`src/hdl/sv32_mmu_pkg.sv`:
```
// Sv32 data MMU shared definitions
// address widths, PTE flag positions, privilege codes, page-fault
// causes and the two-way decoded virtual address
`default_nettype none

package sv32_mmu_pkg;

  // ------------------------------------------------------------
  // widths
  // ------------------------------------------------------------
  localparam int unsigned VLEN      = 32;
  localparam int unsigned PLEN      = 34;
  localparam int unsigned PPNW      = 22;
  localparam int unsigned VPNW      = 20;
  localparam int unsigned PAGE_OFFS = 12;
  localparam int unsigned MEGA_OFFS = 22;

  // ------------------------------------------------------------
  // PTE flag bit positions, ppn sits in bits 31..10
  // ------------------------------------------------------------
  localparam int unsigned PTE_V = 0;
  localparam int unsigned PTE_R = 1;
  localparam int unsigned PTE_W = 2;
  localparam int unsigned PTE_X = 3;
  localparam int unsigned PTE_U = 4;
  localparam int unsigned PTE_G = 5;
  localparam int unsigned PTE_A = 6;
  localparam int unsigned PTE_D = 7;

  // privilege levels
  localparam logic [1:0] PRIV_U = 2'd0;
  localparam logic [1:0] PRIV_S = 2'd1;
  localparam logic [1:0] PRIV_M = 2'd3;

  // exception causes
  localparam logic [3:0] CAUSE_LOAD_PF  = 4'd13;
  localparam logic [3:0] CAUSE_STORE_PF = 4'd15;

  // virtual address, either as a 4 KiB page or as a 4 MiB megapage
  typedef union packed {
    struct packed {
      logic [VPNW/2-1:0]    vpn1;
      logic [VPNW/2-1:0]    vpn0;
      logic [PAGE_OFFS-1:0] offs;
    } page;
    struct packed {
      logic [VPNW/2-1:0]    vpn1;
      logic [MEGA_OFFS-1:0] offs;
    } mega;
  } sv32_vaddr_u;

endpackage

`default_nettype wire

```
`src/hdl/sv32_dmmu.sv`:
```
// Sv32 data MMU top level
// TLB lookup in the request cycle, then the request register and
// the permission check, answering one cycle after the request
`timescale 1ns/1ps
`default_nettype none

module sv32_dmmu
  import sv32_mmu_pkg::*;
#(
  parameter int unsigned DTLB_ENTRIES = 4
) (
  input  logic            clk_i,
  input  logic            rst_ni,
  input  logic            lsu_req_i,
  input  logic [VLEN-1:0] lsu_vaddr_i,
  input  logic            lsu_is_store_i,
  input  logic            en_translation_i,
  input  logic [1:0]      ld_st_priv_lvl_i,
  input  logic            sum_i,
  input  logic            flush_i,
  input  logic            refill_i,
  input  logic [VPNW-1:0] refill_vpn_i,
  input  logic [31:0]     refill_pte_i,
  input  logic            refill_mega_i,
  output logic            lsu_dtlb_hit_o,
  output logic [PPNW-1:0] lsu_dtlb_ppn_o,
  output logic            dtlb_miss_o,
  output logic            lsu_valid_o,
  output logic [PLEN-1:0] lsu_paddr_o,
  output logic            lsu_exc_valid_o,
  output logic [3:0]      lsu_exc_cause_o,
  output logic [VLEN-1:0] lsu_exc_tval_o
);

  logic            lu_hit;
  logic [31:0]     lu_pte;
  logic            lu_mega;
  logic            req_q;
  logic [VLEN-1:0] vaddr_q;
  logic            is_store_q;
  logic            hit_q;
  logic [31:0]     pte_q;

  // ------------------------------------------------------------
  // lookup stage
  // ------------------------------------------------------------
  sv32_dtlb #(
    .ENTRIES(DTLB_ENTRIES)
  ) dtlb_i (
    .clk_i        (clk_i),
    .rst_ni       (rst_ni),
    .flush_i      (flush_i),
    .refill_i     (refill_i),
    .refill_vpn_i (refill_vpn_i),
    .refill_pte_i (refill_pte_i),
    .refill_mega_i(refill_mega_i),
    .lu_vaddr_i   (lsu_vaddr_i),
    .lu_hit_o     (lu_hit),
    .lu_pte_o     (lu_pte),
    .lu_mega_o    (lu_mega)
  );

  // register stage
  sv32_xlate_stage xlate_stage_i (
    .clk_i           (clk_i),
    .rst_ni          (rst_ni),
    .lsu_req_i       (lsu_req_i),
    .lsu_vaddr_i     (lsu_vaddr_i),
    .lsu_is_store_i  (lsu_is_store_i),
    .en_translation_i(en_translation_i),
    .lu_hit_i        (lu_hit),
    .lu_pte_i        (lu_pte),
    .lu_mega_i       (lu_mega),
    .req_q_o         (req_q),
    .vaddr_q_o       (vaddr_q),
    .is_store_q_o    (is_store_q),
    .hit_q_o         (hit_q),
    .pte_q_o         (pte_q),
    .paddr_o         (lsu_paddr_o),
    .dtlb_hit_o      (lsu_dtlb_hit_o),
    .dtlb_ppn_o      (lsu_dtlb_ppn_o),
    .dtlb_miss_o     (dtlb_miss_o)
  );

  // fault stage
  sv32_fault_check fault_check_i (
    .req_q_i         (req_q),
    .vaddr_q_i       (vaddr_q),
    .is_store_q_i    (is_store_q),
    .hit_q_i         (hit_q),
    .pte_q_i         (pte_q),
    .en_translation_i(en_translation_i),
    .ld_st_priv_lvl_i(ld_st_priv_lvl_i),
    .sum_i           (sum_i),
    .lsu_valid_o     (lsu_valid_o),
    .lsu_exc_valid_o (lsu_exc_valid_o),
    .lsu_exc_cause_o (lsu_exc_cause_o),
    .lsu_exc_tval_o  (lsu_exc_tval_o)
  );

endmodule

`default_nettype wire

```
`src/hdl/sv32_dtlb.sv`:
```
// Sv32 data TLB
// fully associative, combinational lookup on the request address;
// entries are filled through a refill port with a round-robin victim
// and all of them are dropped on flush
`timescale 1ns/1ps
`default_nettype none

module sv32_dtlb
  import sv32_mmu_pkg::*;
#(
  parameter int unsigned ENTRIES = 4
) (
  input  logic            clk_i,
  input  logic            rst_ni,
  input  logic            flush_i,
  input  logic            refill_i,
  input  logic [VPNW-1:0] refill_vpn_i,
  input  logic [31:0]     refill_pte_i,
  input  logic            refill_mega_i,
  input  sv32_vaddr_u     lu_vaddr_i,
  output logic            lu_hit_o,
  output logic [31:0]     lu_pte_o,
  output logic            lu_mega_o
);

  localparam int unsigned PTR_W = (ENTRIES > 1) ? $clog2(ENTRIES) : 1;

  logic [ENTRIES-1:0][VPNW-1:0] tag_q;
  logic [ENTRIES-1:0][31:0]     pte_q;
  logic [ENTRIES-1:0]           mega_q;
  logic [ENTRIES-1:0]           valid_q;
  logic [ENTRIES-1:0]           match;
  logic [PTR_W-1:0]             ptr_q;
  logic                         refill_accept;

  // flush has priority over a refill in the same cycle
  assign refill_accept = refill_i & ~flush_i;

  // ------------------------------------------------------------
  // lookup
  // ------------------------------------------------------------
  always_comb begin
    for (int i = 0; i < ENTRIES; i++) begin
      // megapage entries ignore vpn0
      match[i] = valid_q[i] &&
                 (tag_q[i][VPNW-1:VPNW/2] == lu_vaddr_i.page.vpn1) &&
                 (mega_q[i] || (tag_q[i][VPNW/2-1:0] == lu_vaddr_i.page.vpn0));
    end
  end

  // scan from the top so the lowest matching index is the one left
  always_comb begin
    lu_hit_o  = 1'b0;
    lu_pte_o  = '0;
    lu_mega_o = 1'b0;
    for (int i = ENTRIES - 1; i >= 0; i--) begin
      if (match[i]) begin
        lu_hit_o  = 1'b1;
        lu_pte_o  = pte_q[i];
        lu_mega_o = mega_q[i];
      end
    end
  end

  // ------------------------------------------------------------
  // valid bits and replacement pointer
  // ------------------------------------------------------------
  always_ff @(posedge clk_i or negedge rst_ni) begin
    if (!rst_ni) begin
      valid_q <= '0;
      ptr_q   <= '0;
    end else if (flush_i) begin
      valid_q <= '0;
    end else if (refill_i) begin
      valid_q[ptr_q] <= 1'b1;
      if (ptr_q == PTR_W'(ENTRIES - 1)) begin
        ptr_q <= '0;
      end else begin
        ptr_q <= ptr_q + 1'b1;
      end
    end
  end

  // entry contents
  always_ff @(posedge clk_i) begin
    if (refill_accept) begin
      tag_q[ptr_q]  <= refill_vpn_i;
      pte_q[ptr_q]  <= refill_pte_i;
      mega_q[ptr_q] <= refill_mega_i;
    end
  end

endmodule

`default_nettype wire

```
`src/hdl/sv32_fault_check.sv`:
```
// Sv32 data permission check
// works on the registered request: raises the valid strobe and the
// load or store page fault from the PTE flags and privilege level
`timescale 1ns/1ps
`default_nettype none

module sv32_fault_check
  import sv32_mmu_pkg::*;
(
  input  logic            req_q_i,
  input  logic [VLEN-1:0] vaddr_q_i,
  input  logic            is_store_q_i,
  input  logic            hit_q_i,
  input  logic [31:0]     pte_q_i,
  input  logic            en_translation_i,
  input  logic [1:0]      ld_st_priv_lvl_i,
  input  logic            sum_i,
  output logic            lsu_valid_o,
  output logic            lsu_exc_valid_o,
  output logic [3:0]      lsu_exc_cause_o,
  output logic [VLEN-1:0] lsu_exc_tval_o
);

  logic access_err;
  logic store_fault;
  logic page_fault;
  logic xlate_hit;

  // a miss under translation is not answered at all
  assign lsu_valid_o = req_q_i & (~en_translation_i | hit_q_i);
  assign xlate_hit   = req_q_i & en_translation_i & hit_q_i;

  // S mode may touch U pages only with SUM set, U mode only U pages
  assign access_err = ((ld_st_priv_lvl_i == PRIV_S) && !sum_i && pte_q_i[PTE_U]) ||
                      ((ld_st_priv_lvl_i == PRIV_U) && !pte_q_i[PTE_U]);

  // stores also need a writable page that is already dirty
  assign store_fault = !pte_q_i[PTE_W] || access_err || !pte_q_i[PTE_D];

  assign page_fault = is_store_q_i ? store_fault : access_err;

  assign lsu_exc_valid_o = xlate_hit & page_fault;

  always_comb begin
    if (!lsu_exc_valid_o) begin
      lsu_exc_cause_o = '0;
    end else if (is_store_q_i) begin
      lsu_exc_cause_o = CAUSE_STORE_PF;
    end else begin
      lsu_exc_cause_o = CAUSE_LOAD_PF;
    end
  end

  assign lsu_exc_tval_o = vaddr_q_i;

endmodule

`default_nettype wire

```
`src/hdl/sv32_xlate_stage.sv`:
```
// Sv32 translation register stage
// gives the early hit, ppn and miss strobe in the request cycle,
// registers the request with its lookup result and builds the
// physical address one cycle later
`timescale 1ns/1ps
`default_nettype none

module sv32_xlate_stage
  import sv32_mmu_pkg::*;
(
  input  logic            clk_i,
  input  logic            rst_ni,
  input  logic            lsu_req_i,
  input  sv32_vaddr_u     lsu_vaddr_i,
  input  logic            lsu_is_store_i,
  input  logic            en_translation_i,
  input  logic            lu_hit_i,
  input  logic [31:0]     lu_pte_i,
  input  logic            lu_mega_i,
  output logic            req_q_o,
  output logic [VLEN-1:0] vaddr_q_o,
  output logic            is_store_q_o,
  output logic            hit_q_o,
  output logic [31:0]     pte_q_o,
  output logic [PLEN-1:0] paddr_o,
  output logic            dtlb_hit_o,
  output logic [PPNW-1:0] dtlb_ppn_o,
  output logic            dtlb_miss_o
);

  logic            req_q;
  logic            is_store_q;
  logic            hit_q;
  logic            mega_q;
  sv32_vaddr_u     vaddr_q;
  logic [31:0]     pte_q;
  logic [PPNW-1:0] lu_ppn;
  logic [PPNW-1:0] ppn_q;

  assign lu_ppn = lu_pte_i[31:32-PPNW];
  assign ppn_q  = pte_q[31:32-PPNW];

  // ------------------------------------------------------------
  // request cycle
  // ------------------------------------------------------------
  // always a hit with translation off
  assign dtlb_hit_o  = en_translation_i ? lu_hit_i : 1'b1;
  assign dtlb_miss_o = lsu_req_i & en_translation_i & ~lu_hit_i;

  always_comb begin
    if (!en_translation_i) begin
      dtlb_ppn_o = {{(PPNW-VPNW){1'b0}}, lsu_vaddr_i.page.vpn1, lsu_vaddr_i.page.vpn0};
    end else if (lu_mega_i) begin
      // megapage: low ppn bits come straight from vpn0
      dtlb_ppn_o = {lu_ppn[PPNW-1:VPNW/2], lsu_vaddr_i.page.vpn0};
    end else begin
      dtlb_ppn_o = lu_ppn;
    end
  end

  // ------------------------------------------------------------
  // request register
  // ------------------------------------------------------------
  always_ff @(posedge clk_i or negedge rst_ni) begin
    if (!rst_ni) begin
      req_q      <= 1'b0;
      is_store_q <= 1'b0;
      hit_q      <= 1'b0;
    end else begin
      req_q      <= lsu_req_i;
      is_store_q <= lsu_is_store_i;
      hit_q      <= lu_hit_i;
    end
  end

  always_ff @(posedge clk_i) begin
    vaddr_q <= lsu_vaddr_i;
    pte_q   <= lu_pte_i;
    mega_q  <= lu_mega_i;
  end

  // physical address of the registered request
  always_comb begin
    if (!en_translation_i) begin
      paddr_o = {{(PLEN-VLEN){1'b0}}, vaddr_q};
    end else if (mega_q) begin
      paddr_o = {ppn_q[PPNW-1:VPNW/2], vaddr_q.mega.offs};
    end else begin
      paddr_o = {ppn_q, vaddr_q.page.offs};
    end
  end

  assign req_q_o      = req_q;
  assign vaddr_q_o    = vaddr_q;
  assign is_store_q_o = is_store_q;
  assign hit_q_o      = hit_q;
  assign pte_q_o      = pte_q;

endmodule

`default_nettype wire

```
`config.mk`:
```
export PLATFORM = sky130hd
export DESIGN_NAME = sv32_dmmu
export DESIGN_NICKNAME = d
export VERILOG_FILES = /design/src/hdl/sv32_mmu_pkg.sv /design/src/hdl/sv32_dmmu.sv /design/src/hdl/sv32_dtlb.sv /design/src/hdl/sv32_fault_check.sv /design/src/hdl/sv32_xlate_stage.sv
export SDC_FILE = /design/constraint.sdc
export NUM_CORES = 1
export LEC_CHECK = 0
export ABC_CLOCK_PERIOD_IN_PS = 3300
export BUFFER_PORTS_ARGS = -buffer_cell sky130_fd_sc_hd__buf_4
export CAP_MARGIN = 20
export CELL_PAD_IN_SITES_DETAIL_PLACEMENT = 0
export CELL_PAD_IN_SITES_GLOBAL_PLACEMENT = 1
export CORE_UTILIZATION = 41
export CTS_CLUSTER_DIAMETER = 120
export DETAILED_ROUTE_END_ITERATION = 10
export GPL_TIMING_DRIVEN = 0
export PLACE_DENSITY_LB_ADDON = 0.05
export SETUP_SLACK_MARGIN = 0.1
export SKIP_LAST_GASP = 1
export SLEW_MARGIN = 30
export SYNTH_ARGS = -nofsm -noshare
export SYNTH_HDL_FRONTEND = slang
export SYNTH_SLANG_ARGS = --single-unit
```
`constraint.sdc`:
```
create_clock -name clk_i -period 3.3 [get_ports clk_i]
set_input_delay 0.495 -clock clk_i [delete_from_list [all_inputs] [get_ports clk_i]]
set_output_delay 0.495 -clock clk_i [all_outputs]
set_load 0.01 [all_outputs]
```
==> summary.txt <==
Floorplanning
  • Initial Util: 41.82%
  • Die ar.: 24640 sq um
  • Die H: 157.0 um
  • Core ar.: 23540 sq um
  • I/O Pins: 191
  • Row Count: 56
  • Die X-Extent: 157.0 um

Routing
  • Via count: 6343
  • Vias per cell: 5.046
  • Final WL: 25610 um
  • DRT iter0 DRCs: 381
  • Antenna-violating nets left: 0
  • DRC errors left: 0
  • Drt wl/cell: 20.38 um
  • First drt pass iteration count: 5

Global routing
  • Largest net degree at the start of global routing: 37
  • Antenna violations before repair: 0
  • Vias in the first global route: 6509
  • GRT Total Usage: 21.07%
  • First-pass GRT wire length: 38120 um
  • GRT overflow: 0

Worst setup path
  • Worst reg2reg startpoint: dtlb_i.tag_q[25]$_DFFE_PP_
  • Startpoint types: register
  • Reg-to-Reg End: xlate_stage_i.pte_q_o[13]$_DFF_P_
  • Worst reg-to-reg path cell count: 10
  • WP data required: 2.80 ns
  • Max FO, Critical Path: 5
  • Critical path class: register to output port
  • Arrival @ worst endpoint: 3.23 ns
  • CP endpoint kind: output port
  • R2R Setup Slk: 0.87 ns

Finish
  • Final core occ: 56.08%
  • Most common cell after layout, fill and taps aside: buf_4
  • Nets: 1017
  • Diodes inserted: 0
  • Layout cells sized above 1: 39.55%
  • Post-Layout Cell Count: 1257
  • Area Growth Syn to Fin: 34.10%
  • Most frequent cells in the layout: buf_4 (210), edfxtp_1 (184), dfxtp_1 (58)

Yosys
  • Flops & latches, synth: 251
  • Post-synthesis cell type count: 50
  • Post-Synthesis Cells: 674
  • Synthesized area per cell: 14.61 sq um
  • Post-Syn Area: 9846 sq um
  • Synth top area cells: edfxtp_1 (56%), dfxtp_1 (12%), xnor2_1 (5.1%), mux2_2 (2.9%), dfrtp_1 (2.3%)
  • Share of the synthesized area in the top cell type: 56.12%
  • Syn Nets: 773
  • Synth area leader: edfxtp_1
  • Post-synth EDFFs: 184
  • Synth warn: 0
  • Asr flop ratio synth: 3.586%
  • Ys flop type: edfxtp_1
  • Proportion of synthesized chip area in sequential cells: 70.20%

Timing
  • Fin crit share: 112.8%
  • Final Skew: 0.01215 ns
  • Final setup viols: 22
  • Setup ws final: -0.4238 ns
  • Final hold vios: 0
  • Transition time of the tightest slew-check pin: 0.8772 ns
  • Setup_tns: -6.076 ns
  • RSZ-0062 raised after global routing: true
  • Slew margin rel.: 41.52%
  • Minimum clock period: 3.724 ns
  • Max Clock Freq: 268.5 MHz
  • Final Max Slew Viols: 0

Clock tree
  • CTS clock-pin slew for the worst setup and hold paths: 0.06 ns
  • Buffer depth of the longest clock path: 3
  • CTS tree: done
  • # H-tree levels: 1
  • Clk Latency, worst-skew pair: 0.53 ns
  • Root Driver: clkbuf_16
  • Cts bufs inserted: 27
  • Clock Sinks: 251

Placed design
  • Final GP Congestion: 0.8402
  • Dpl hpwl: 17600 um
  • DP Worst Slack: -1.017 ns
  • Placed cells: 1182
  • Port Buffers: 183

Run status
  • Outcome: finished, violations left
  • Failing checks: setup timing

Min path
  • Hold depth: 1
  • Worst min path class: primary input to register
  • WHS Endpoint: xlate_stage_i.vaddr_q_o[4]$_DFF_P_
  • Hold Crit Start: lsu_vaddr_i[4]

Power and ir drop
  • Lkg Pwr: 5.076 nW
  • Tot Pwr: 7.244 mW
  • Pwr Density: 548.7 nW/um^2
  • Worst VDD drop: 0.0004080 V

Run
  • Number of max-cap violations: 0
==> where the power goes <==
part,total [mW],internal (mW),switching (mW)
Sequential,3.72,3.63,0.0834
Clock,2.76,1.60,1.16
Combinational,0.769,0.346,0.424
Total,7.24,5.57,1.67
==> how the worst max path moves through the flow <==
| stage | startpoint | end | slack, ns | depth (start not counted) |
|---|---|---|---|---|
| 3_3_place_gp | lsu_vaddr_i[28] | lsu_dtlb_ppn_o[4] | -1.25 | 11 |
| 4_1_cts | dtlb_i.tag_q[73]$_DFFE_PP_ | lsu_dtlb_ppn_o[4] | -0.43 | 9 |
| 5_1_grt | dtlb_i.tag_q[73]$_DFFE_PP_ | lsu_dtlb_ppn_o[4] | -0.51 | 9 |
| 2_1_floorplan | lsu_vaddr_i[22] | lsu_dtlb_ppn_o[12] | 0.11 | 9 |
| 3_5_place_dp | lsu_vaddr_i[28] | lsu_dtlb_ppn_o[3] | -1.02 | 11 |
| 6_report | dtlb_i.tag_q[73]$_DFFE_PP_ | lsu_dtlb_ppn_o[4] | -0.42 | 9 |
==> through the flow <==
step	cell area (sq um)	hold slack, ns
5_1_grt	13200	0.05158
6_report	13200	0.07443
3_5_place_dp	11740	0.3285
2_1_floorplan	9846	0.1994
4_1_cts	12910	0.05191
3_3_place_gp	11620	0.3259
==> layout make-up <==
type / count / area (sq um)
repair buffers: 217 / 1779
clock inverters: 7 / 32.53
inverters: 8 / 30.03
flip-flops and latches: 251 / 6912
clock buffers: 42 / 772.0
plain buffers: 58 / 394.1
well taps: 319 / 399.1
fillers: 1985 / 10340
multi-input cells: 355 / 2884
==> Yosys cell counts (all sizes together), types with 3 or more instances <==
master,instances
edfxtp,184
dfxtp,58
xnor2,57
nand2,41
o21ai,36
clkbuf,34
mux2,31
buf,26
nand3,25
nand4,25
xor2,24
nor2,14
and2,12
o211ai,12
a221oi,9
a31oi,9
dfrtp,9
inv,8
a32o,7
a41oi,7
nor3,5
a21o,4
a31o,4
ha,4
nor4,4
o22a,4
a21boi,3
nor4b,3
==> worst max-delay path, stage by stage, from the launching register on <==
cell and delay, ns:
edfxtp_1 0.40, xor2_2 0.18, and4bb_1 0.25, or4b_4 0.50
a211o_1 0.27, a211o_4 0.35, and3_4 0.18, buf_12 0.15
mux2_4 0.30, buf_6 0.12
==> timing repair <==
| action | 4_1_cts | 5_1_grt |
|---|---|---|
| hold buffers | 1 | 0 |
| endpoints found under the hold margin | 9 | 0 |
| pin swaps | 18 | 30 |
| gates cloned | 1 | 0 |
| resized for setup | 61 | 60 |
| setup buffers | 14 | 12 |
| endpoints found under the setup margin | 31 | 24 |
==> cell families (layout without fill, tap and decap cells) <==
family	Yosys count	count (layout)	share of synthesized area [%]
flip-flops	251	251	70.20
AND/OR/NAND/NOR	136	136	7.371
AO/OA/AOI/OAI	103	103	7.498
XOR/XNOR	81	81	7.205
buffers and inverters	68	332	3.444
multiplexers	31	31	3.774
adder cells (fa/ha/maj)	4	4	0.5083
==> sequential cells by signal, summed over array words and instances, names as in the netlist <==
signal and flops:
dtlb_i.ptr_q 2, xlate_stage_i.vaddr_q_o 32, dtlb_i.mega_q 4, xlate_stage_i.req_q_o 1
dtlb_i.pte_q 100, xlate_stage_i.hit_q_o 1, dtlb_i.tag_q 80, dtlb_i.valid_q 4
xlate_stage_i.is_store_q_o 1, xlate_stage_i.mega_q 1, xlate_stage_i.pte_q_o 25
==> metal layers <==
metal  vias up  track usage, %  part of all wire [%]
met3        32           2.946                   4.5
met4         0           4.435                   1.5
met1      3128           27.02                    42
li1       3001               -                     -
met5         -               0                     0
met2       182           37.82                    52
(Power assumes the default switching activity.)
